<file path="config.mk">
export PLATFORM = sky130hd
export DESIGN_NAME = block_ram
export DESIGN_NICKNAME = d
export VERILOG_FILES = /design/src/rtl/mem_pkg.sv /design/src/rtl/block_ram.sv
export VERILOG_INCLUDE_DIRS = /design/src /design/src/rtl
export SDC_FILE = /design/constraint.sdc
export NUM_CORES = 2
export LEC_CHECK = 0
export BUFFER_PORTS_ARGS = -buffer_cell sky130_fd_sc_hd__buf_2
export CORE_ASPECT_RATIO = 1.4
export CORE_MARGIN = 2
export CORE_UTILIZATION = 60
export CTS_BUF_LIST = sky130_fd_sc_hd__clkbuf_8
export DETAILED_ROUTE_END_ITERATION = 10
export PLACE_DENSITY = 0.76
export SLEW_MARGIN = 20
export SYNTH_ARGS = -nofsm -noshare
export SYNTH_HDL_FRONTEND = slang
export SYNTH_SLANG_ARGS = --single-unit
</file>
<file path="constraint.sdc">
create_clock -name okClk -period 8.2 [get_ports okClk]
set_input_delay 1.64 -clock okClk [delete_from_list [all_inputs] [get_ports okClk]]
set_output_delay 1.64 -clock okClk [all_outputs]
set_load 0.005 [all_outputs]
</file>
<file path="src/rtl/fp_params.svh">
`ifndef FP_PARAMS_SVH
`define FP_PARAMS_SVH

// ----------------------------------------
// Block and FIFO geometry
// ----------------------------------------
`define FP_BLOCK_SIZE 16
`define FP_FIFO_DEPTH 64
// Slack in the input throttle for count latency
`define FP_HEADROOM 4

// Block buffer size in blocks
`define FP_MEM_BLOCKS 4

// ----------------------------------------
// APB register map
// ----------------------------------------
`define FP_REG_CTRL 8'h00
`define FP_REG_STATUS 8'h04

`endif

</file>
<file path="src/rtl/mem_pkg.sv">
package mem_pkg;

	// ----------------------------------------
	// Data path and block buffer types
	// ----------------------------------------

	typedef logic [31:0] word_t;       // Pipe and buffer word

	// Fill level, 0 to 64 inclusive
	typedef logic [6:0] fifo_count_t;

	typedef logic [1:0] block_idx_t;   // Ring slot in the buffer
	typedef logic [2:0] block_cnt_t;   // Stored blocks, 0 to 4

	// Block mover
	typedef enum logic [1:0] {
		DMA_IDLE,
		DMA_STORE,                     // Input FIFO to buffer
		DMA_FETCH                      // Buffer to output FIFO
	} dma_state_t;

endpackage

</file>
<file path="src/rtl/block_ram.sv">
`include "fp_params.svh"

module block_ram
	import mem_pkg::*;
(
	input  logic       okClk,
	input  logic       we_i,
	input  logic [5:0] waddr_i,   // {block, word}
	input  word_t      wdata_i,
	input  logic [5:0] raddr_i,
	output word_t      rdata_o
);

	localparam int DEPTH = `FP_MEM_BLOCKS * `FP_BLOCK_SIZE;

	word_t mem [DEPTH];

	always_ff @(posedge okClk) begin
		if (we_i)
			mem[waddr_i] <= wdata_i;
	end

	// Data one cycle after the address
	always_ff @(posedge okClk) begin
		rdata_o <= mem[raddr_i];
	end

endmodule

</file>
# Yosys cells after proc, flatten, opt, wreduce, memory -nomap -nowiden
# Memories as Yosys holds them, arrays and structs flattened. A register that Yosys moved wholly into a read port is not among the register bits.
# Index checks and enable logic that the tools add are counted.
dict set report classes {
  n_mux 2
}
# cell count
set op_table {}
lappend op_table {{2-to-1 mux 1 bit} 2}
dict set report totals {
  output_inout_bits 32
  register_bits 0
  word_cells 3
  n_memories 1
  in_bits 46
  ram_bits 2048
}
# name depth width read_ports rd_clocked_by_memory_dff wr line
set memory_table {}
lappend memory_table {mem 64 32 1 1 1 block_ram.sv:16} ;# word_t mem [DEPTH];

# Longest topological paths before layout
dict set report depth {
  word_depth 2
  depth_mapped 10
  depth_no_buf 5
}

# Least setup slack after synthesis
# No wires, ideal clock.
dict set report synth_timing {
  path_kind {input port to flip-flop}
  from {input waddr_i[3]}
  to {memory mem[48][0] in the netlist's numbering (enable)}
  required_ns 7.739
  n_path_buf 1
  arrival_time_ns 4.339
  stages 4
  setup_slack_ns 3.400
  cell_sequence {clkbuf_1 -> nor2b_1 -> nand4b_1 -> nor3_1}
}
# item line
set synth_lines {}
lappend synth_lines {{start, declared} block_ram.sv:8} ;# input logic [5:0] waddr_i,
lappend synth_lines {{end, declared} block_ram.sv:16}
# No word-level cell before the write port.

==> summary.md <==
| Metric | Value |
|---|---|
| Leakage power | 27.3 nW |
| DRT antenna net count | 0 |
| Crit path cell chain | buf_8 -> buf_12 -> nand2_1 -> o22ai_1 -> nor2_1 -> a21oi_1 -> nor2_1 |
| Nets | between 3k and 4k |
| Clock power share | around 37% |
| Num rows | 157 |
| Async SR Flop Fraction | 0% |
| Placer Congestion | about 0.9 |
| Total GRT Usage | approximately 30% |
| Syn nets | approximately 3.4k |
| Post-CTS setup buffers | 0 |
| Hold_ws | approximately 0.75 ns |
| Synth area leader | edfxtp_1 |
| Cell variety after synth | 34 |
| Worst slew pin tran | roughly 1.1 ns |
| Inserted Clock Buffers | between 300 and 400 |
| First-pass DRT Iterations | 6 |
| Die ar. | ~0.13 sq mm |
| Sink Count | about 2.1k |
| CTS tree | done |
| GR Overflow Total | 0 |
| Post-Synthesis Cells | 3324 |
| Compound-Gate Fraction of Synth Area | between 1.5 and 2% |
| Detailed Route WL | roughly 200 mm |
| Critical path origin | raddr_i[1] |
| Crit. End Element | register |
| Buf/Inv on CP | 2 |
| Reg2reg start | mem[15][14]$_DFFE_PP_ |
| # IOs | 78 |
| Die height | about 430 um |
| Worst reg-to-reg path cell count | 5 |
| RSZ-0062 raised after global routing | false |
| Worst VDD drop | approximately 190 uV |
| Ratio of cells with drive above 1 in the final layout | 30.4% |
| Syn. warnings | 0 |
| Post-synth top area share | 78.3% |
| Initial Utilization | around 60% |
| Worst hold path type | reg -> reg |
| Combinational share of power | under 10% |
| DRC Markers | 0 |
| Post-DP HPWL | about 100 mm |
| Combinational family with the most area after synthesis | multiplexers |
| Critical Path Sink | rdata_o[24]$_DFF_P_ |
| Bufs on Longest Clock Path | 4 |
| WS Path Type | in -> reg |
| PortBufs | slightly below 80 |
| Power per Cell Area | around 240 mW/mm^2 |
| Worst Path Arrival | about 5.5 ns |
| P_sw | about 4.5 mW |
| Synthesized flop and latch total | roughly 2.1k |
| Final Hold Fails | 0 |
| Slowest-stage cell, CP | nand2_1 |
| Post-cts resize count | 0 |
| Clock Tree Root | clkbuf_8 |
| Initial antenna violation count | 20 |
| DR iter-0 viols | roughly 5.1k |
| Simple-gate share of the synthesized area | ~1.3% |
| Die extent in x | 310 um |
| Htree depth | 5 |
| Layout area overhead | 10.9% |
| Multiplexer area fraction after synthesis | approximately 17% |
| Clock Latency Late Sink | 1.01 ns |
| Critical path data required time | approximately 9.0 ns |
| Synth Area in Adders | 0% |
| Synthesized area per cell | approximately 24 sq um |
| First-pass GRT wire length | 275 mm |
| Status | finished, final reports clean |
| Setup TNS | 0 ns |
| Synth Area in XOR/XNOR | 0% |
| Delay-heaviest family, CP | compound AO/OA/AOI/OAI gates |
| Worst r2r dst | rdata_o[14]$_DFF_P_ |
| Min Tclk post-route | between 4 and 5 ns |
| Largest net degree at the start of global routing | 110 |
| Max Clock Skew | between 0.04 and 0.05 ns |
| Post-DR wirelength/cell | 34.9 um |
| Worst path most repeated cell | nor2_1 |
| Hold buffers post-CTS | 0 |
| Crit share post-route | a little under three fifths |
| Internal power | around 16 mW |
| Post-Syn Area | 0.0785 sq mm |
| Via density | ~6.7 |
| Top cells by area, synth | edfxtp_1 78%, mux4_2 16%, mux2i_1 1.2%, dfxtp_1 0.82%, o22ai_1 0.67% |
| Final setup violation count | 0 |
| DR vias | ~38k |
| Top FF cell, synth | edfxtp_1 |
| Fillers | roughly 7.7k |
| Sequential fraction of design power | between 50 and 60% |
| Core box area | ~0.13 sq mm |
| Critical path peak fanout | a little under 100 |
| Crit path depth | 7 |
| Clock-pin transition on the worst setup and hold timing paths | roughly 0.070 ns |
| Worst slew margin | between 20% and 30% |
| Startpoint Class | input pin |
| EDFF count, synth | 2048 |
| R2r setup slk | just under 6 ns |
| Reported max-cap violation count | 0 |
| Number of global-route vias before repair | approximately 39k |
| Sw Ratio | a little over a fifth |
| F_max | 0.217 GHz |
| Sequential element share of the synthesized area | between 70% and 80% |
| Final Slew Violations | 0 |
| CP max stage delay | between 0.8 and 0.9 ns |
[worst reg2reg max path, cell delays in order, from the launching register on]
cell and delay [ns]:
edfxtp_1 0.36, mux4_2 0.48, mux2i_1 0.35, a21oi_1 0.31, a21oi_1 0.68, nor2_1 0.10
[metrics by stage]
step / utilization [%] / power [mW] / instances / instance area (sq um) / setup slack (ns)
3_5_place_dp: 62.7 / 13.1 / 5072 / 81600 / 2.89
4_1_cts: 66.8 / 20.6 / 5576 / 87000 / 3.95
5_1_grt: 66.9 / 21.1 / 5578 / 87100 / 3.65
2_1_floorplan: - / 12.6 / 3324 / 78500 / 3.40
3_3_place_gp: 62.7 / 13.1 / 5072 / 81600 / 2.94
6_report: 66.9 / 20.5 / 5585 / 87100 / 3.58
[placed cells by master (no fill, tap or decap), types with 2 or more instances in the layout]
| cell | count |
|---|---|
| or2_2 | 2 |
| clkbuf_8 | 315 |
| nor2b_1 | 14 |
| o221ai_1 | 27 |
| dfxtp_1 | 32 |
| buf_4 | 110 |
| a21oi_1 | 62 |
| nand2_1 | 26 |
| bufinv_16 | 11 |
| clkinvlp_4 | 7 |
| a41o_1 | 4 |
| or3_1 | 3 |
| mux4_2 | 544 |
| a311oi_1 | 8 |
| inv_1 | 78 |
| a22oi_1 | 12 |
| nor3_1 | 5 |
| and2_1 | 2 |
| nor3_2 | 2 |
| buf_8 | 3 |
| nor2_4 | 62 |
| nand3b_1 | 5 |
| nand2b_1 | 7 |
| mux2i_1 | 93 |
| edfxtp_1 | 2048 |
| nand4_1 | 2 |
| nand3_1 | 5 |
| clkinv_1 | 59 |
| o22ai_1 | 84 |
| nor2_1 | 74 |
| buf_12 | 10 |
| o32ai_1 | 4 |
| clkinv_2 | 33 |
| diode_2 | 9 |
| or3b_1 | 2 |
| and3_1 | 4 |
| or3b_2 | 3 |
| buf_2 | 58 |
[flip-flops by register name, summed over array words and instances (netlist names)]
signal and flops:
mem 2048, rdata_o 32
[cells by family (layout without fill, tap and decap cells)]
logic type / Yosys count / count (layout)
multiplexers: 637 / 637
AND/OR/NAND/NOR: 223 / 223
buffers and inverters: 182 / 685
AO/OA/AOI/OAI: 202 / 202
other: 0 / 9
flip-flops: 2080 / 2080
[cell usage after synthesis (all sizes together), types with 12 or more instances]
cell and number:
dfxtp 32, mux4 544, nor2 137, buf 108, clkbuf 74, edfxtp 2048
a21oi 62, o22ai 84, nand2 26, nor2b 15, mux2i 93, o221ai 27
a22oi 12
[worst min path at each step]
stage                     startpoint                   to  depth (start not counted)
2_1_floorplan  mem[12][17]$_DFFE_PP_  rdata_o[17]$_DFF_P_                          4
3_3_place_gp   mem[28][20]$_DFFE_PP_  rdata_o[20]$_DFF_P_                          4
3_5_place_dp   mem[28][20]$_DFFE_PP_  rdata_o[20]$_DFF_P_                          4
4_1_cts        mem[28][20]$_DFFE_PP_  rdata_o[20]$_DFF_P_                          4
5_1_grt        mem[28][20]$_DFFE_PP_  rdata_o[20]$_DFF_P_                          4
6_report       mem[28][20]$_DFFE_PP_  rdata_o[20]$_DFF_P_                          4
[power groups by stage]
stage / logic [mW] / registers [mW] / clock network [mW]
after detailed placement: 1.08 / 12.1 / 0
after global placement: 1.05 / 12.0 / 0
after CTS: 1.08 / 11.8 / 7.69
after global routing: 1.13 / 11.8 / 8.13
final: 1.08 / 11.8 / 7.60
after floorplan: 0.572 / 12.0 / 0
[layer usage]
| layer | share of wire [%] | up-vias | global-route usage (%) |
|---|---|---|---|
| met5 | 0.027 | - | 0 |
| met4 | 6.4 | 8 | 16.7 |
| met3 | 11 | 502 | 6.71 |
| met2 | 49 | 2515 | 48.1 |
| met1 | 33 | 19646 | 38.4 |
| li1 | - | 14898 | - |
[area by class of cell]
| cell class | count | area, sq um | area share [%] |
|---|---|---|---|
| Sequential cell | 2080 | 62100 | 71.4 |
| Multi-Input combinational cell | 1062 | 16000 | 18.3 |
| Clock buffer | 315 | 4340 | 4.98 |
| Tap cell | 1749 | 2190 | 2.51 |
| Timing Repair Buffer | 181 | 1360 | 1.56 |
| Clock inverter | 189 | 1070 | 1.23 |
| Antenna cell | 9 | 22.5 | 0.0259 |
(Power assumes the default switching activity.)
