--- config.mk ---
export PLATFORM = sky130hd
export DESIGN_NAME = fifo_sync
export DESIGN_NICKNAME = d
export VERILOG_FILES = /design/src/rtl/mem_pkg.sv /design/src/rtl/fifo_sync.sv
export VERILOG_INCLUDE_DIRS = /design/src /design/src/rtl
export SDC_FILE = /design/constraint.sdc
export NUM_CORES = 2
export LEC_CHECK = 0
export BUFFER_PORTS_ARGS = -buffer_cell sky130_fd_sc_hd__buf_2
export CORE_MARGIN = 5
export CORE_UTILIZATION = 40
export DETAILED_ROUTE_END_ITERATION = 7
export PLACE_DENSITY = 0.59
export SLEW_MARGIN = 20
export SYNTH_ARGS = -nofsm -noshare
export SYNTH_HDL_FRONTEND = slang
export SYNTH_SLANG_ARGS = --single-unit
--- constraint.sdc ---
create_clock -name okClk -period 3.26 [get_ports okClk]
set_clock_uncertainty 0.2 [all_clocks]
set_input_delay 0.652 -clock okClk [delete_from_list [all_inputs] [get_ports okClk]]
set_output_delay 0.652 -clock okClk [all_outputs]
set_load 0.03 [all_outputs]
--- src/rtl/fp_params.svh ---
`ifndef FP_PARAMS_SVH
`define FP_PARAMS_SVH

// ----------------------------------------
// Block and FIFO geometry
// ----------------------------------------
`define FP_BLOCK_SIZE 16
`define FP_FIFO_DEPTH 64
// Slack in the input throttle for count latency
`define FP_HEADROOM 4

// Block buffer size in blocks
`define FP_MEM_BLOCKS 4

// ----------------------------------------
// APB register map
// ----------------------------------------
`define FP_REG_CTRL 8'h00
`define FP_REG_STATUS 8'h04

`endif

--- src/rtl/mem_pkg.sv ---
package mem_pkg;

	// ----------------------------------------
	// Data path and block buffer types
	// ----------------------------------------

	typedef logic [31:0] word_t;       // Pipe and buffer word

	// Fill level, 0 to 64 inclusive
	typedef logic [6:0] fifo_count_t;

	typedef logic [1:0] block_idx_t;   // Ring slot in the buffer
	typedef logic [2:0] block_cnt_t;   // Stored blocks, 0 to 4

	// Block mover
	typedef enum logic [1:0] {
		DMA_IDLE,
		DMA_STORE,                     // Input FIFO to buffer
		DMA_FETCH                      // Buffer to output FIFO
	} dma_state_t;

endpackage

--- src/rtl/fifo_sync.sv ---
`include "fp_params.svh"

module fifo_sync
	import mem_pkg::*;
#(
	parameter int DEPTH = `FP_FIFO_DEPTH
) (
	input  logic        okClk,
	input  logic        rst_n_i,
	input  logic        clear_i,
	input  logic        wr_en_i,
	input  word_t       wr_data_i,
	input  logic        rd_en_i,
	output word_t       rd_data_o,
	output fifo_count_t count_o
);

	// DEPTH is a power of two, so the pointers wrap on their own
	localparam int AW = $clog2(DEPTH);

	word_t mem [DEPTH];
	logic [AW-1:0] wr_ptr;
	logic [AW-1:0] rd_ptr;
	logic full;
	logic empty;
	logic do_wr;
	logic do_rd;

	assign full  = (count_o == fifo_count_t'(DEPTH));
	assign empty = (count_o == '0);
	assign do_wr = wr_en_i && !full;   // Dropped when full
	assign do_rd = rd_en_i && !empty;

	// Show-ahead head word
	assign rd_data_o = mem[rd_ptr];

	always_ff @(posedge okClk) begin
		if (do_wr)
			mem[wr_ptr] <= wr_data_i;
	end

	always_ff @(posedge okClk or negedge rst_n_i) begin
		if (!rst_n_i) begin
			wr_ptr  <= '0;
			rd_ptr  <= '0;
			count_o <= '0;
		end else if (clear_i) begin
			wr_ptr  <= '0;
			rd_ptr  <= '0;
			count_o <= '0;
		end else begin
			if (do_wr)
				wr_ptr <= wr_ptr + 1'b1;
			if (do_rd)
				rd_ptr <= rd_ptr + 1'b1;
			case ({do_wr, do_rd})
				2'b10:   count_o <= count_o + 1'b1;
				2'b01:   count_o <= count_o - 1'b1;
				default: count_o <= count_o;   // Both or neither
			endcase
		end
	end

endmodule

# [Yosys cells after proc, flatten, opt, wreduce, memory -nomap -nowiden]
# Memory sizes are Yosys's and may differ from the RTL's.
# Index checks and enable logic that the tools add are counted.
[classes] addsub=4 eq_ne=3 muxes=8 n_reduce_logical=8
[ops] cell="2-to-1 mux 6 bit" n=4
[ops] cell="case mux 7 bit (2 select lines)" n=1
[ops] cell="adder 6 x 1 -> 6 bit (second input constant)" n=2
[ops] cell="adder 7 x 1 -> 7 bit (second input constant)" n=1
[ops] cell="== test 7 bit (second input constant)" n=1
[ops] cell="logical NOT 7 bit" n=1
[ops] cell="2-to-1 mux 7 bit" n=1
[ops] cell="subtractor 7 x 1 -> 7 bit (second input constant)" n=1
[ops] cell="nonzero test 2 bit" n=2
[ops] cell="nonzero test 3 bit" n=1
[ops] cell="== test 2 x 1 -> 1 bit (second input constant)" n=1
[ops] cell="== test 2 bit (second input constant)" n=1
[ops] cell="logical AND 1 bit" n=2
[ops] cell="logical NOT 1 bit" n=2
[ops] cell="2-to-1 mux 1 bit" n=2
[word_totals] register_bits=19 ramBits=2048 mem_count=1
[memory_table] memory="mem" words=64 width=32 read_ports=1 rd_clocked_by_memory_dff=0 write_ports=1 line="fifo_sync.sv:21" rtl="word_t mem [DEPTH];"

# [Longest topological paths before layout]
[depth] ltp_word=6 ltp_mapped=14

# [Least setup slack after synthesis]
# No wires, ideal clock.
[synth_timing] path_kind="register to register" start="register count_o[2]" end="memory mem[63][0] (netlist bit) (enable)" setup_time_ns=0.421 arrival_time_ns=3.198 required_ns=2.639 path_slack_ns=-0.560 stages_incl_launch_ff=7 cell_sequence="dfrtp_1 -> clkbuf_1 -> nor3_1 -> and2_1 -> a21boi_0 -> nand4_1 -> nor2_1"
[synth_via] elab_chain_cells=5
[synth_lines] element="start, declared" line="fifo_sync.sv:15" rtl="output fifo_count_t count_o"
[synth_lines] element="start signal, assigned" line="fifo_sync.sv:57" rtl="2'b10: count_o <= count_o + 1'b1;"
[synth_lines] element="start signal, assigned" line="fifo_sync.sv:58" rtl="2'b01: count_o <= count_o - 1'b1;"
[synth_lines] element="start signal, assigned" line="fifo_sync.sv:59" rtl="default: count_o <= count_o;"
[synth_lines] element="== test 7 bit" line="fifo_sync.sv:29" rtl="assign full = (count_o == fifo_count_t'(DEPTH));"
[synth_lines] element="logical NOT 1 bit" line="fifo_sync.sv:31" rtl="assign do_wr = wr_en_i && !full;"
[synth_lines] element="logical AND 1 bit" line="fifo_sync.sv:31"
[synth_lines] element="2-to-1 mux 1 bit" line="fifo_sync.sv:38" rtl="if (do_wr)"
[synth_lines] element="2-to-1 mux 1 bit (not written as such)" line="fifo_sync.sv:39" rtl="mem[wr_ptr] <= wr_data_i;"
[synth_lines] element="end, declared" line="fifo_sync.sv:21"
# Every way passes these cells.

# [Worst setup path after layout]
[layout_timing] start="register rd_ptr[0]" end="output rd_data_o[23]"
[layout_via] elab_chain_cells=1
[layout_lines] element="start, declared" line="fifo_sync.sv:23" rtl="logic [AW-1:0] rd_ptr;"
[layout_lines] element="start signal, assigned" line="fifo_sync.sv:55" rtl="rd_ptr <= rd_ptr + 1'b1;"
[layout_lines] element="memory (64 x 32 bit)"
[layout_lines] element="end, declared" line="fifo_sync.sv:14" rtl="output word_t rd_data_o,"
# Every way passes these cells.

==> results_dict.tcl <==
set metrics [dict create \
    syn_nets 3428 \
    ys_seq_area_share_pct 79.3 \
    hold_path_class "primary input to flip-flop" \
    nets 3993 \
    rsz0062_at_grt "true" \
    critPathMaxFanout 6 \
    tightest_slew_ns 1.06 \
    violations "setup timing" \
    cap_violations 0 \
    start_util_pct 40.2 \
    setup_viol_count_final 32 \
    period_needed_ns 4.49 \
    relSlewSlack_pct 29.7 \
    fin_setup_tns_ns -36.95 \
    syn-instance-count 3387 \
    ir_drop_v 0.000669 \
    ioPinCount 76 \
    cts_tree "yes" \
    start_kind "flip-flop" \
    drc 0 \
    hpwlAfterDp_um 130000 \
    grt_pass1_vias 40000 \
    timing.final.crit_share_pct 138 \
    port-buffer-count 75 \
    die_h_um 452 \
    die_area_um2 204000 \
    dp_cells 6203 \
    cts_root_buffer "clkbuf_16" \
    antenna_found_initial 12 \
    ys_ff_latch 2067 \
    grt_max_degree 65 \
    netlist_area_um2 78200 \
    required_ns 2.41 \
    wl_um 225000 \
    leakage_nw 29.4 \
    arrival_ns 3.64 \
    overflow 0 \
    timing.fmax_mhz 223 \
    avgSynthCellArea_um2 23.1 \
    via_per_inst 5.97 \
    n_fill_cell 15400 \
    num_vias 39800 \
    rows 162 \
    p_per_area_nw_per_um2 701 \
    path_clk_slew_ns 0.07 \
    grt_util_all_layers_pct 21.9 \
    wl_per_cell_um 33.8 \
    core_region_area_um2 195000 \
    drv_slew 0 \
    insertion_delay_ns 0.85 \
    area_delta_synth_final_pct 21.9 \
    die_x_um 452 \
    gp_congestion 0.776 \
    yosys_warnings 0 \
    register_area_um2 62000 \
    layout.cells.non_filler 6663 \
    dr.first_iter.drc_count 4696 \
    status "complete, but fails checks" \
    crit_type "flip-flop to output port" \
    worst_slack_ns -1.23 \
    grt_pass1_wl_um 315000 \
    dr.pass1.iters 5 \
    synth_cell_types 46 \
    drive_gt1_share_pct 40.7 \
    postRouteAntennaNets 0 \
    clk_path_buf_depth 3 \
    cts_sinks 2067 \
    critPathCaptureType "output port" \
    htree_levels 4 \
    hold_violations 0 \
    multi_input_area_um2 17000 \
    numCtsBuffers 198 \
]
[metrics by stage]
stage	power [mW]	setup WS (ns)	hold slack, ns	util (%)	instance area (um^2)
after global placement	41.9	-0.519	0.369	44.2	86100
after CTS	66.2	-1.34	0.00256	48.3	94000
after detailed placement	41.9	-0.518	0.378	44.2	86100
after global routing	69.1	-1.33	0.0250	49.0	95300
after floorplan	37.6	-0.403	0.156	-	78200
final	66.8	-1.23	0.0743	49.0	95300
[layout by cell type (no fill, tap or decap), types with 4 or more instances in the layout]
cell,n
nand2_1,18
inv_16,4
xor2_1,11
clkinv_2,32
or4_4,32
mux4_2,512
a21oi_1,58
bufinv_16,22
nand4_1,5
ha_1,4
buf_12,140
buf_4,290
inv_6,8
clkbuf_16,207
a21oi_4,7
buf_6,51
buf_16,16
nor2_1,22
edfxtp_1,2048
dfrtp_1,17
a22oi_2,135
a21oi_2,69
clkinv_1,52
clkinvlp_4,5
buf_2,42
a22oi_1,121
buf_8,12
clkbuf_1,38
o21ai_0,7
clkinv_8,4
nand3_1,4
nor2_4,64
[layer usage]
layer / share of wire (%) / vias to the layer above / GRT usage, %
met3: 8.4 / 317 / 3.70
met5: 0.028 / - / 0
met2: 49 / 1975 / 35.9
met4: 2.8 / 10 / 5.63
met1: 40 / 21700 / 30.8
li1: - / 15800 / -
[synth_stat cells (all sizes together)]
cell type	instances	area (um^2)
o21a	2	15.0
o221ai	1	8.76
or3	5	33.8
nand2b	3	18.8
mux4	512	11500
or2	3	18.8
a31oi	1	6.26
a41o	1	10.0
inv	2	7.51
edfxtp	2048	61500
o22ai	2	12.5
and2	4	27.5
mux2	1	15.0
nand3	4	20.0
nor4	2	12.5
a22oi	256	1920
nor4b	1	8.76
mux2i	2	20.0
a21boi	3	22.5
and4	1	8.76
nand4	5	31.3
nand2	19	71.3
o21ai	7	35.0
and3	1	7.51
a211oi	1	7.51
or3b	1	8.76
nor3	3	15.0
xor2	11	96.3
nor2	86	323
a21o	1	7.51
dfrtp	19	475
o311a	1	10.0
o221a	1	11.3
nand3b	2	15.0
nor2b	3	18.8
or4	33	251
xnor2	3	26.3
clkbuf	128	480
a21oi	134	671
ha	4	50.1
buf	70	344
[cells by family after synthesis]
kind of cell             Yosys count  share of synthesized area [%]
flip-flops                      2067                           79.3
multiplexers                     515                           14.8
AO/OA/AOI/OAI                    411                           3.50
buffers and inverters            200                           1.06
AND/OR/NAND/NOR                  176                           1.14
XOR/XNOR                          14                          0.157
adder cells (fa/ha/maj)            4                         0.0640
[sequential cells by signal, summed over array words and instances, names as in the netlist]
signal and cells:
wr_ptr 6, rd_ptr 6, mem 2048, count_o 7
[layout make-up]
cell class | instances | area share (%)
Antenna cell | 2 | 0.00525
Timing Repair Buffer | 563 | 6.96
Sequential cell | 2067 | 65.1
Tap cell | 2542 | 3.34
Inverter | 2 | 0.00788
Clock buffer | 238 | 5.40
Clock inverter | 129 | 1.37
Multi-Input combinational cell | 1120 | 17.8
[worst max-delay path, stage by stage (launching register included)]
cell       delay (ns)
dfrtp_4          0.52
buf_12           0.17
buf_12           0.13
buf_16           0.14
bufbuf_16        0.27
mux4_2           0.51
a22oi_2          0.17
a21oi_2          0.10
or4_4            0.60
buf_6            0.17
[what timing repair did]
item | in CTS | in global routing
pin swaps | 34 | 66
cloned | 8 | 7
hold buffers | 3 | 0
endpoints found under the setup margin | 32 | 32
endpoints found under the hold margin | 27 | 0
resized for setup | 197 | 193
buffers inserted | 33 | 46
[final timing paths]
path,startpoint,slack [ns],depth (start not counted),end
setup / recovery,rd_ptr[0],-1.23,9,rd_data_o[23]
hold / removal,wr_data_i[13],0.07,1,mem[29][13]
setup reg to reg,count_o[5],0.22,11,count_o[6]
hold reg to reg,wr_ptr[2],0.39,2,wr_ptr[2]
max in group asynchronous,rst_n_i,2.34,2,rd_ptr[1]
min in group asynchronous,rst_n_i,0.12,2,wr_ptr[4]
[report_power, final]
group / leakage (nW) / internal (mW) / switching (mW)
combinational: 7.60 / 7.59 / 6.66
clock: 3.15 / 13.0 / 9.96
sequential: 18.7 / 29.4 / 0.0940
total: 29.4 / 50.1 / 16.7
Note: power is estimated with default switching activity, not from simulation.
