[src/rtl/fp_params.svh]
`ifndef FP_PARAMS_SVH
`define FP_PARAMS_SVH

// ----------------------------------------
// Block and FIFO geometry
// ----------------------------------------
`define FP_BLOCK_SIZE 16
`define FP_FIFO_DEPTH 64
// Slack in the input throttle for count latency
`define FP_HEADROOM 4

// Block buffer size in blocks
`define FP_MEM_BLOCKS 4

// ----------------------------------------
// APB register map
// ----------------------------------------
`define FP_REG_CTRL 8'h00
`define FP_REG_STATUS 8'h04

`endif

[src/rtl/host_pkg.sv]
package host_pkg;

	// ----------------------------------------
	// APB side of the host interface
	// ----------------------------------------

	// Byte address on the register bus
	typedef logic [7:0] reg_addr_t;

	// Register data word
	typedef logic [31:0] apb_data_t;

endpackage

[src/rtl/mem_pkg.sv]
package mem_pkg;

	// ----------------------------------------
	// Data path and block buffer types
	// ----------------------------------------

	typedef logic [31:0] word_t;       // Pipe and buffer word

	// Fill level, 0 to 64 inclusive
	typedef logic [6:0] fifo_count_t;

	typedef logic [1:0] block_idx_t;   // Ring slot in the buffer
	typedef logic [2:0] block_cnt_t;   // Stored blocks, 0 to 4

	// Block mover
	typedef enum logic [1:0] {
		DMA_IDLE,
		DMA_STORE,                     // Input FIFO to buffer
		DMA_FETCH                      // Buffer to output FIFO
	} dma_state_t;

endpackage

[src/rtl/host_regs.sv]
`include "fp_params.svh"

module host_regs
	import host_pkg::*;
	import mem_pkg::*;
(
	input  logic        okClk,
	input  logic        rst_n_i,

	// APB slave
	input  logic        psel_i,
	input  logic        penable_i,
	input  logic        pwrite_i,
	input  reg_addr_t   paddr_i,
	input  apb_data_t   pwdata_i,
	output apb_data_t   prdata_o,
	output logic        pready_o,

	// Status sources
	input  fifo_count_t in_count_i,
	input  fifo_count_t out_count_i,
	input  block_cnt_t  blocks_i,

	// Control and throttles
	output logic        reads_en_o,
	output logic        writes_en_o,
	output logic        soft_reset_o,
	output logic        pi_ready_o,
	output logic        po_ready_o
);

	// Room for one more block plus headroom, 44 words
	localparam fifo_count_t PI_LIMIT =
		fifo_count_t'(`FP_FIFO_DEPTH - `FP_HEADROOM - `FP_BLOCK_SIZE);
	localparam fifo_count_t PO_LIMIT = fifo_count_t'(`FP_BLOCK_SIZE);

	logic ctrl_wr;
	apb_data_t ctrl_word;
	apb_data_t status_word;

	// No wait states
	assign pready_o = 1'b1;

	// ----------------------------------------
	// Register decode
	// ----------------------------------------
	assign ctrl_wr = psel_i && penable_i && pwrite_i && (paddr_i == `FP_REG_CTRL);

	assign ctrl_word   = {29'd0, soft_reset_o, writes_en_o, reads_en_o};
	assign status_word = {13'd0, blocks_i, 1'b0, out_count_i, 1'b0, in_count_i};

	always_comb begin
		prdata_o = '0;
		if (psel_i && !pwrite_i) begin
			case (paddr_i)
				`FP_REG_CTRL:   prdata_o = ctrl_word;
				`FP_REG_STATUS: prdata_o = status_word;
				default:        prdata_o = '0;   // Unmapped reads as zero
			endcase
		end
	end

	always_ff @(posedge okClk or negedge rst_n_i) begin
		if (!rst_n_i) begin
			reads_en_o   <= 1'b0;
			writes_en_o  <= 1'b0;
			soft_reset_o <= 1'b0;
		end else if (ctrl_wr) begin
			reads_en_o   <= pwdata_i[0];
			writes_en_o  <= pwdata_i[1];
			soft_reset_o <= pwdata_i[2];
		end
	end

	// ----------------------------------------
	// Block throttles
	// ----------------------------------------
	always_ff @(posedge okClk or negedge rst_n_i) begin
		if (!rst_n_i) begin
			pi_ready_o <= 1'b1;   // Empty input FIFO has room
			po_ready_o <= 1'b0;
		end else begin
			pi_ready_o <= (in_count_i <= PI_LIMIT);
			po_ready_o <= (out_count_i >= PO_LIMIT);
		end
	end

endmodule

[config.mk]
export PLATFORM = sky130hd
export DESIGN_NAME = host_regs
export DESIGN_NICKNAME = d
export VERILOG_FILES = /design/src/rtl/host_pkg.sv /design/src/rtl/mem_pkg.sv /design/src/rtl/host_regs.sv
export VERILOG_INCLUDE_DIRS = /design/src /design/src/rtl
export SDC_FILE = /design/constraint.sdc
export NUM_CORES = 1
export LEC_CHECK = 0
export BUFFER_PORTS_ARGS = -buffer_cell sky130_fd_sc_hd__buf_2
export CAP_MARGIN = 20
export CORE_MARGIN = 5
export CORE_UTILIZATION = 23
export DETAILED_ROUTE_END_ITERATION = 10
export PLACE_DENSITY = 0.87
export SLEW_MARGIN = 10
export SYNTH_ARGS = -nofsm -noshare
export SYNTH_HDL_FRONTEND = slang
export SYNTH_SLANG_ARGS = --single-unit
[constraint.sdc]
create_clock -name okClk -period 1.3 [get_ports okClk]
set_input_delay 0.065 -clock okClk [delete_from_list [all_inputs] [get_ports okClk]]
set_output_delay 0.065 -clock okClk [all_outputs]
set_load 0.02 [all_outputs]
* Word-level counts from Yosys, hierarchy flattened
Index checks and enable logic that the tools add are counted.
Word-level totals: flip-flop bits (word level) 5, latch bits 0, RAM bits 0, memory bits (read-only) 0, input bits 62, output and inout bits 38, logic and storage cells 16, memories kept 0
Cells by class: add/subtract/negate cells 0, multipliers 0, div/mod/pow operators 0, magnitude comparators 2, eq/ne operators 1, shift-type cells 0, muxes and demuxes 2, bitwise logic cells 0, reduce and logical (&&, ||, !) cells 6
Operator list (count):
- $pmux 19 s2 | 1
- $mux 32 | 1
- $eq 8x3->1 const B | 1
- $logic_not 8->1 | 1
- $ge 7x5->1 const B | 1
- $le 7x6->1 const B | 1
- $logic_and 1x1->1 | 4
- $logic_not 1->1 | 1

* Depth between registers and ports, before layout
Gate-level depths: netlist of run 1.
word-level depth 3, gate-level depth with buffers 4, mapped depth without buffers 3

* Worst setup path before layout of run 1
Ideal clock, no wire load.
path type input to output, start point in paddr_i[3], end point out prdata_o[17], arrival time 1652 ps, data required time 1235 ps, setup slack -417 ps, stages on the path 3, path buffers 0, path through or4b_4 -> or2_2 -> nor4bb_1
Between the ends: cells in the longest elaborated chain, start to end 3, elaborated cells between the ends (all ways) 4, those cells by class 1 x eq/ne; 2 x mux; 1 x reduce/logical
RTL lines:
- start: declaration | line host_regs.sv:14 | input reg_addr_t paddr_i,
- $eq 8x3->1 / $logic_not 8->1 (equally long branches) | line host_regs.sv:55 | case (paddr_i)
- $pmux 19 s2 (*) | line host_regs.sv:55
- $mux 32 (*) | line host_regs.sv:54 | if (psel_i && !pwrite_i) begin
- end: declaration | line host_regs.sv:16 | output apb_data_t prdata_o,
Mark *: on every way between the ends. The rest lies on a longest branch, timed or not.

* Final worst setup path of run 1
Ends and elaborated chain as after synthesis.

==> metrics, run 1 <==
DR vias/cell=4.09; synth-to-layout area growth=93.3%; r2r endpoint=soft_reset_o$_DFFE_PN0P_; clock share of power=a little over a third; CORE AREA=0.00219 mm²; Site Rows=17; Hold Path Cell Cnt=2; Crit path depth=5; initial antenna violation count=0; Synth area leaders=buf_4 23%, dfrtp_1 19%, and2_1 16%; CTS Sinks=5; final instance area=between 0.001 and 0.0015 mm²; Gate Count Post-Synth=58; busiest layer in global routing=met2; critical path type=input pin to primary output; vias=606; Final Setup Violations=20; Critical Path Source=paddr_i[3]; Sw Share=30.2%; Pwr Density=about 490 mW/mm²; I/O pin cnt=100; Worst EP required=1.24 ns; Final Cycle Share=121%; global-route wire length before repair=about 2800 µm; CP Buf/Inv Count=2; RSZ-0062 raised after global routing=true; met2 usage in global routing=20.3%; H-tree depth=1; CP Capture Type=primary output; Detail Route Antenna Nets=0; internal power=0.000346 W; fin cells=approximately 150; sequential-to-total area share from yosys stat=24.2%; CTS Buf Count=3; Hold Path Class=input pin to register; TritonCTS clock tree=yes; Pleak=0.560 nW; Final Core Density=between 40% and 50%; synthesized flop and latch total=5; HPWL after DPL=1460 µm; fin worst setup slack=-0.278 ns; met1 usage=11.1%; drc violations=0; combinational share of power=31.1%; drt total wl=approximately 1800 µm; Post-Syn Area per Cell=9.02 µm²; area post-placement=808 µm²; CP max stage cell=or4b_4; Setup Skew=0 ns; R2R depth=1; crit path time final=~1.6 ns; Hold Crit Start=out_count_i[4]; met3 GRT Util=5.12%; most common cell after layout, fill and taps aside=buf_2; worst path cell trace=buf_6 > or4b_4 > or2_2 > nor4bb_2 > buf_4; failing checks=negative setup slack; clock buffer depth=2; Final Slew Violations=0; WL/cell=~12 µm; fmax=0.634 GHz; drt pass-1 iters=2; die area=roughly 0.0033 mm²; Hold EP=po_ready_o$_DFF_PN0_; port bufs=54; commonest cells after routing, fill and taps aside=36 x buf_2, 16 x conb_1, 16 x buf_6, 13 x and2_4, 7 x buf_4; Clock Tree Root=clkbuf_4; r2r setup slk=approximately 0.53 ns; sequential share of power=33.1%; DRC marker count from the first detailed-route iteration=5; post-placement cell count=140; RD Place Congestion=0.721; die width=57.7 µm; CP max FO=4; share of cells above drive strength 1=a little under three quarters; Die Y=57.7 µm; CP top delay family=simple AND/OR/NAND/NOR gates; reg2reg start=soft_reset_o$_DFFE_PN0P_; P_sw=0.000150 W; Starting Density=23.9%; MaxCap Viol Count=0; Worst Setup Start Kind=input pin; Worst EP arrival=1.51 ns; Synthesis Warnings=0; Tot GR Track Use=11.0%; leading area contributor after synthesis=buf_4; Final Hold Fails=0; outcome=finished with violations; vias in the first global route=about 670; Max IR drop VDD=0.000453 V; largest net degree at the start of global routing=7; post-synth top area share=23.0%; # diodes=0; clock-pin slew on the worst setup and hold paths=roughly 0.040 ns; Crit path largest cell delay=0.55 ns; Netlist cell types=19; Net count, final=183; Syn Std Cell Area=523 µm²; worst-skew pair later-pin latency=around 0.24 ns; GR Overflow Total=0
==> synth_stat cells <==
| library cell | instances |
|---|---|
| a21oi_1 | 1 |
| and2_1 | 13 |
| buf_4 | 16 |
| clkbuf_1 | 2 |
| conb_1 | 2 |
| dfrtp_1 | 4 |
| dfstp_2 | 1 |
| mux2_4 | 3 |
| mux2i_1 | 3 |
| nand2_1 | 1 |
| nand2b_1 | 1 |
| nor3_1 | 3 |
| nor4b_1 | 1 |
| nor4bb_1 | 1 |
| o211ai_1 | 1 |
| or2_2 | 1 |
| or3_1 | 1 |
| or4_4 | 2 |
| or4b_4 | 1 |
==> flip-flops by register name (all words and copies together) (netlist names) <==
name / count
pi_ready_o: 1
po_ready_o: 1
reads_en_o: 1
soft_reset_o: 1
writes_en_o: 1
==> routing by layer <==
layer / wire length, µm / share of wire (%) / vias up
met1: 619 / 34 / 269
met5: 0 / 0 / -
met4: 0 / 0 / 0
met3: 281 / 15 / 0
met2: 945 / 51 / 52
li1: - / - / 285
==> logic make-up after synthesis <==
logic type             Yosys count  synth area share, %
and+or+nand+nor                 25                 33.3
buffers and inverters           18                 24.4
muxes                            6                 14.4
DFF                              5                 24.2
AOI/OAI and AO/OA                2                 2.39
other                            2                 1.44
==> cell type report <==
cell class,instances,area [µm²]
clock buffers,4,26.3
fillers,218,1180
multi-input cells,49,380
well taps,28,35.0
flip-flops and latches,5,126
repair buffers,62,443
==> per-stage QoR <==
step | power (W) | worst slack [ns] | hold slack (ns) | setup TNS (ns)
final | 0.000496 | -0.278 | 0.0434 | -4.43
after global routing | 0.000536 | -0.331 | 0.0445 | -5.50
after CTS | 0.000501 | -0.291 | 0.0345 | -4.79
after detailed placement | 0.000302 | -0.374 | -0.115 | -5.66
after global placement | 0.000299 | -0.367 | -0.115 | -5.78
after floorplan | 0.000272 | -0.245 | -0.231 | -2.47
==> power by group through the flow <==
stage / Combinational (W) / Clock (W) / Sequential (W)
5_1_grt: 0.000168 / 0.000203 / 0.000165
4_1_cts: 0.000150 / 0.000187 / 0.000164
3_5_place_dp: 0.000135 / 0 / 0.000166
3_3_place_gp: 0.000133 / 0 / 0.000166
2_1_floorplan: 0.0000992 / 0 / 0.000173
6_report: 0.000154 / 0.000177 / 0.000164
==> worst max path at each step <==
| stage | to |
|---|---|
| floorplan | reads_en_o$_DFFE_PN0P_ |
| global placement | reads_en_o$_DFFE_PN0P_ |
| detailed placement | soft_reset_o$_DFFE_PN0P_ |
| CTS | prdata_o[10] |
| global route | prdata_o[10] |
| finish | prdata_o[17] |
==> repair_timing <==
action | 4_1_cts | 5_1_grt
gates resized for setup | 43 | 5
endpoints found under the setup margin | 20 | 20
pin swaps | 14 | 4
gates cloned | 1 | 0
buffers inserted | 0 | 0
hold buffers | 3 | 0
endpoints found under the hold margin | 6 | 0
Note: power is estimated with default switching activity, not from simulation.
==> run 2: changes to the inputs <==
--- a/config.mk
+++ b/config.mk
@@ -11,7 +11,7 @@
 export CORE_MARGIN = 5
 export CORE_UTILIZATION = 23
 export DETAILED_ROUTE_END_ITERATION = 10
-export PLACE_DENSITY = 0.87
+export PLACE_DENSITY = 0.76
 export SLEW_MARGIN = 10
 export SYNTH_ARGS = -nofsm -noshare
 export SYNTH_HDL_FRONTEND = slang
==> run 2 against run 1 <==
Net effect: the flow still finishes with violations (negative setup slack); critical path depth up 1; count of clock-buffer cells in the layout unchanged; global-route usage down 0.76 points; worst setup slack better by 0.017 ns; die area unchanged; flip-flop and latch count unchanged; largest power group unchanged.
==> metrics, run 2 (same netlist as run 1, synthesis figures left out) <==
Hold Path Class=input pin to register; Net count, final=184 (+0.55%); I/O pin cnt=100 (unchanged); commonest cells after routing, fill and taps aside=35 x buf_2, 16 x conb_1, 16 x buf_6, 9 x and2_4, 9 x buf_4; Crit path largest cell delay=0.55 ns (about the same); vias in the first global route=660 (-1.6%); vias=615 (+1.5%); Worst EP arrival=1.50 ns (about the same); Worst Setup Start Kind=input pin; most common cell after layout, fill and taps aside=buf_2; Die Y=57.7 µm (unchanged); fmax=0.641 GHz (+1.1%); Clock Tree Root=clkbuf_4; HPWL after DPL=1470 µm (+0.90%); TritonCTS clock tree=yes; share of cells above drive strength 1=72.7% (+1.1 points); CP max FO=6 (+2); RSZ-0062 raised after global routing=true; RD Place Congestion=0.799 (+11%); Starting Density=23.9% (unchanged); drt pass-1 iters=3 (+1); worst path cell trace=buf_6 > or4b_4 > nor4b_4 > buf_4 > and2_4 > buf_6; fin cells=149 (+0.68%); CTS Sinks=5 (unchanged); Detail Route Antenna Nets=0 (unchanged); global-route wire length before repair=2650 µm (-6.8%); Setup Skew=0 ns (unchanged); Final Slew Violations=0 (unchanged); critical path type=input pin to primary output; Pleak=0.562 nW (+0.40%); Pwr Density=479 mW/mm² (-2.4%); MaxCap Viol Count=0 (unchanged); worst-skew pair later-pin latency=0.24 ns (about the same); largest net degree at the start of global routing=7 (unchanged); Final Core Density=46.9% (+0.74 points); WL/cell=12.1 µm (-2.9%); outcome=finished with violations; drt total wl=1800 µm (-2.3%); Final Cycle Share=120% (-1.3 points); fillers=223 (+2.3%); drc violations=0 (unchanged); post-placement cell count=140 (unchanged); CP dominant cell by count=buf_6; Final Hold Fails=0 (unchanged); crit path time final=1.56 ns (-0.0173 ns); Worst EP required=1.24 ns (about the same); Site Rows=17 (unchanged); Final Setup Violations=20 (unchanged); DRC marker count from the first detailed-route iteration=4 (-1); Max IR drop VDD=0.000564 V (+24%); CTS Buf Count=3 (unchanged); die width=57.7 µm (unchanged); Tot GR Track Use=10.3% (-0.76 points); clock-pin slew on the worst setup and hold paths=0.04 ns (about the same); fin worst setup slack=-0.260 ns (+0.0173 ns); DR vias/cell=4.13 (+0.80%); # diodes=0 (unchanged); die area=0.00333 mm² (unchanged); H-tree depth=1 (unchanged); CP max stage cell=or4b_4; Worst Hold Slack=0.0324 ns (-0.0110 ns); GR Overflow Total=0 (unchanged); initial antenna violation count=0 (unchanged); synth-to-layout area growth=96.4%; failing checks=negative setup slack; clock buffer depth=2 (unchanged); CP Capture Type=primary output; port bufs=54 (unchanged); r2r setup slk=0.52 ns (about the same); CORE AREA=0.00219 mm² (unchanged)
==> run 2: stage by stage <==
| step | power, W | worst slack, ns | cell area, µm² | TNS (ns) |
|---|---|---|---|---|
| 4_1_cts | 0.000502 | -0.282 | 1020 | -4.48 |
| 6_report | 0.000492 | -0.260 | 1030 | -4.26 |
| 3_5_place_dp | 0.000301 | -0.381 | 808 | -6.02 |
| 3_3_place_gp | 0.000298 | -0.362 | 808 | -5.36 |
| 2_1_floorplan | 0.000272 | -0.245 | 602 | -2.47 |
| 5_1_grt | 0.000528 | -0.346 | 1030 | -5.48 |
==> run 2: layout make-up <==
cell class	count	area (µm²)	share of cell area [%]
Clock buffer	4	26.3	2.56
Multi-Input combinational cell	49	387	37.6
Sequential cell	5	126	12.3
Tap cell	28	35.0	3.41
Timing Repair Buffer	63	453	44.1
==> run 2: final timing paths <==
kind                                               from                      end  depth (start not counted)
min in group asynchronous                       rst_n_i  writes_en_o$_DFFE_PN0P_                          2
worst min-delay path                     out_count_i[4]     po_ready_o$_DFF_PN0_                          2
worst max register to register  writes_en_o$_DFFE_PN0P_  writes_en_o$_DFFE_PN0P_                          1
worst max-delay path                         paddr_i[0]              prdata_o[5]                          6
max in group asynchronous                       rst_n_i     pi_ready_o$_DFF_PN1_                          2
worst min register to register   reads_en_o$_DFFE_PN0P_   reads_en_o$_DFFE_PN0P_                          1
==> run 2: routing by layer <==
layer	vias to the layer above	global-route usage [%]	share of wire, %
met5	-	0	0
met4	0	2.98	0
met3	0	4.90	14
met2	49	19.8	52
met1	278	9.40	33
li1	288	-	-
==> run 2: worst max-delay path: cells and delay by family <==
| kind | cells | cell delay (ns) |
|---|---|---|
| and+or+nand+nor | 3 | 1.02 |
| buffers and inverters | 3 | 0.40 |
==> run 2: power by group <==
group	switching, W	internal (W)
sequential	0.00000180	0.000162
combinational	0.0000868	0.0000663
clock	0.0000587	0.000116
total	0.000147	0.000344
==> run 2: repair_timing <==
action	CTS	global route
cloned	1	0
pin swaps	13	2
resized for setup	47	2
setup endpoints to repair	20	20
hold endpoints to repair	6	0
hold buffers	3	0
setup buffers	1	0
==> run 3: changes to the inputs <==
--- a/config.mk
+++ b/config.mk
@@ -6,10 +6,11 @@
 export SDC_FILE = /design/constraint.sdc
 export NUM_CORES = 1
 export LEC_CHECK = 0
+export ABC_AREA = 1
 export BUFFER_PORTS_ARGS = -buffer_cell sky130_fd_sc_hd__buf_2
 export CAP_MARGIN = 20
 export CORE_MARGIN = 5
-export CORE_UTILIZATION = 23
+export CORE_UTILIZATION = 27
 export DETAILED_ROUTE_END_ITERATION = 10
 export PLACE_DENSITY = 0.76
 export SLEW_MARGIN = 10
==> run 3 against run 2 <==
Net effect: clock power down 3%; sequential power about the same; count of clock-buffer cells in the layout unchanged; core utilization down 7.9 points; die area up 9.4%; synthesized area up 31%; largest cell class is now multi-input combinational cells; clock skew unchanged; the flow now finishes without violations; worst setup slack better by 0.44 ns; via count up 14%.
==> metrics, run 3 <==
Gate Count Post-Synth=98 (+69%); Hold Crit Start=out_count_i[4]; drt total wl=1680 µm (-6.8%); synthesized flop and latch total=5 (unchanged); worst-skew pair later-pin latency=0.23 ns (about the same); CTS Buf Count=3 (unchanged); WL/cell=9.09 µm (-25%); Setup Skew=0 ns (unchanged); Final Setup Violations=0 (-100%); share of cells above drive strength 1=50.3% (-22 points); Site Rows=18 (+1); fraction of synthesized cell area in xor and xnor cells=0% (unchanged); Netlist cell types=18 (-1); Sw Share=32.8% (+2.8 points); H-tree depth=1 (unchanged); vias=704 (+14%); Clock Tree Root=clkbuf_4; Tot GR Track Use=9.24% (-1.0 points); fmax=0.890 GHz (+39%); Setup Fix Bufs, Post-CTS=0 (-1); internal power=0.000336 W (-2.6%); Post-Syn Area per Cell=6.98 µm² (-23%); Final Cycle Share=86.4% (-34 points); Worst EP required=1.24 ns (about the same); # diodes=0 (unchanged); Final Slew Violations=0 (unchanged); CP Capture Type=primary output; Multi-input gate area=435 µm² (+13%); leading area contributor after synthesis=nor2_4; drt pass-1 iters=4 (+1); MaxCap Viol Count=0 (unchanged); Syn Std Cell Area=684 µm² (+31%); setup_tns=0 ns (+4.26 ns); commonest cells after routing, fill and taps aside=54 x buf_2, 27 x nand2_1, 16 x conb_1, 13 x nor2_4, 7 x nor2_1; GR Overflow Total=0 (unchanged); crit path time final=1.12 ns (-0.437 ns); clock share of power=33.7% (-1.8 points); DR vias/cell=3.81 (-7.8%); post-synthesis simple-gate area fraction=51.2% (+18 points); P_sw=0.000164 W (+11%); global-route wire length before repair=2530 µm (-4.4%); ys async rst share=100% (unchanged); RSZ-0062 raised after global routing=false; port bufs=54 (unchanged); sequential-to-total area share from yosys stat=18.5% (-5.7 points); Synthesis Warnings=0 (unchanged); I/O pin cnt=100 (unchanged); Seq. cell area=126 µm² (unchanged); Detail Route Antenna Nets=0 (unchanged); synth-to-layout area growth=39.7%; top_reg_cell synth=dfrtp_1; CTS Sinks=5 (unchanged); Net count, final=218 (+18%); Pleak=0.529 nW (-6.0%); combinational share of power=33.5% (+2.4 points); post-synthesis mux area share=0% (-14 points); Worst Setup Start Kind=input pin; Starting Density=27.9% (+4.0 points); outcome=complete, no violations; Final Core Density=38.9% (-7.9 points); die width=60.3 µm (+4.6%); Synth Area in Compound Gates=3.66% (+1.3 points); DRC marker count from the first detailed-route iteration=41 (+37); fraction of the mapped netlist area in adder cells=0% (unchanged); critical path type=input pin to primary output; most common cell after layout, fill and taps aside=buf_2; Die Y=60.3 µm (+4.6%); HPWL after DPL=1500 µm (+1.8%); largest net degree at the start of global routing=15 (+8); Post-synth EDFFs=0 (unchanged); Pwr Density=522 mW/mm² (+9.1%); sequential share of power=32.9% (-0.5 points); largest family of logic cells by synthesized area=simple AND/OR/NAND/NOR gates; synth cell count leaders=27 x nand2_1, 16 x buf_4, 13 x nor2_4; initial antenna violation count=0 (unchanged); top-count cell post-synth=nand2_1; Hold Path Class=input pin to register; RD Place Congestion=0.664 (-17%); drc violations=0 (unchanged); total power=0.000499 W (+1.5%); vias in the first global route=606 (-8.2%); CORE AREA=0.00245 mm² (+12%); Final Hold Fails=0 (unchanged); reg2reg start=soft_reset_o$_DFFE_PN0P_; Critical Path Source=in_count_i[6]; Synth area leaders=nor2_4 21%, buf_4 18%, nand2_1 15%; Max IR drop VDD=0.000232 V (-59%); CP max FO=2 (-4); Worst EP arrival=1.06 ns (-0.44 ns); fillers=276 (+24%); clock-pin slew on the worst setup and hold paths=0.04 ns (about the same); post-synth top area share=21.4% (-1.6 points); TritonCTS clock tree=yes; die area=0.00364 mm² (+9.4%); clock buffer depth=2 (unchanged)
[run 3: cell count changes after synthesis, moves of 6 or more]
cell,previous run,this run
and2_1,13,0
inv_1,0,6
nand2_1,1,27
nand3_1,0,6
nor2_1,0,7
nor2_4,0,13
[run 3: path summary, 6_finish.rpt]
path	cells past startpoint	to	slack, ns
setup / recovery	5	prdata_o[6]	0.18
hold / removal	3	po_ready_o$_DFF_PN0_	0.04
setup reg to reg	2	soft_reset_o$_DFFE_PN0P_	0.68
hold reg to reg	2	reads_en_o$_DFFE_PN0P_	0.50
max in group asynchronous	2	pi_ready_o$_DFF_PN1_	0.92
min in group asynchronous	2	po_ready_o$_DFF_PN0_	0.17
[run 3: timing repair]
item	CTS	global route
resized for setup	0	0
endpoints found under the hold margin	6	0
hold buffers	3	0
[run 3: final cells by class]
class	count	area share (%)
well taps	30	3.93
flip-flops and latches	5	13.2
inverters	8	3.14
repair buffers	57	31.4
multi-input cells	81	45.5
clock buffers	4	2.75
[run 3: worst max-delay path: stages]
cell and delay (ns):
dlygate4sd3_1 0.53, buf_2 0.11, nand2_1 0.08, nor2_4 0.11
buf_2 0.17
[run 3: cells by family after synthesis]
| kind of cell | Yosys count |
|---|---|
| other | 2 |
| AOI/OAI and AO/OA | 5 |
| DFF | 5 |
| buffers and inverters | 26 |
| and+or+nand+nor | 60 |
[run 3: per-layer routing]
| layer | GRT usage [%] | wire (µm) | up-vias |
|---|---|---|---|
| met4 | 2.85 | 0 | 0 |
| met5 | 0 | 0 | - |
| li1 | - | - | 376 |
| met2 | 17.3 | 894 | 33 |
| met1 | 9.74 | 561 | 295 |
| met3 | 2.98 | 225 | 0 |
[run 3: stage by stage]
| step | worst slack (ns) | instance area (µm²) | instances | hold WS (ns) |
|---|---|---|---|---|
| after floorplan | 0.361 | 737 | 112 | -0.231 |
| after global placement | 0.206 | 900 | 178 | -0.120 |
| after detailed placement | 0.191 | 900 | 178 | -0.115 |
| after CTS | 0.166 | 956 | 185 | 0.0356 |
| after global routing | 0.0456 | 956 | 185 | 0.0445 |
| final | 0.176 | 956 | 185 | 0.0367 |
[run 3: power groups by stage]
stage | combinational (W) | sequential [W] | clock [W]
after detailed placement | 0.000161 | 0.000166 | 0
after CTS | 0.000168 | 0.000164 | 0.000175
final | 0.000167 | 0.000164 | 0.000168
after floorplan | 0.000125 | 0.000173 | 0
after global routing | 0.000187 | 0.000164 | 0.000200
after global placement | 0.000159 | 0.000166 | 0
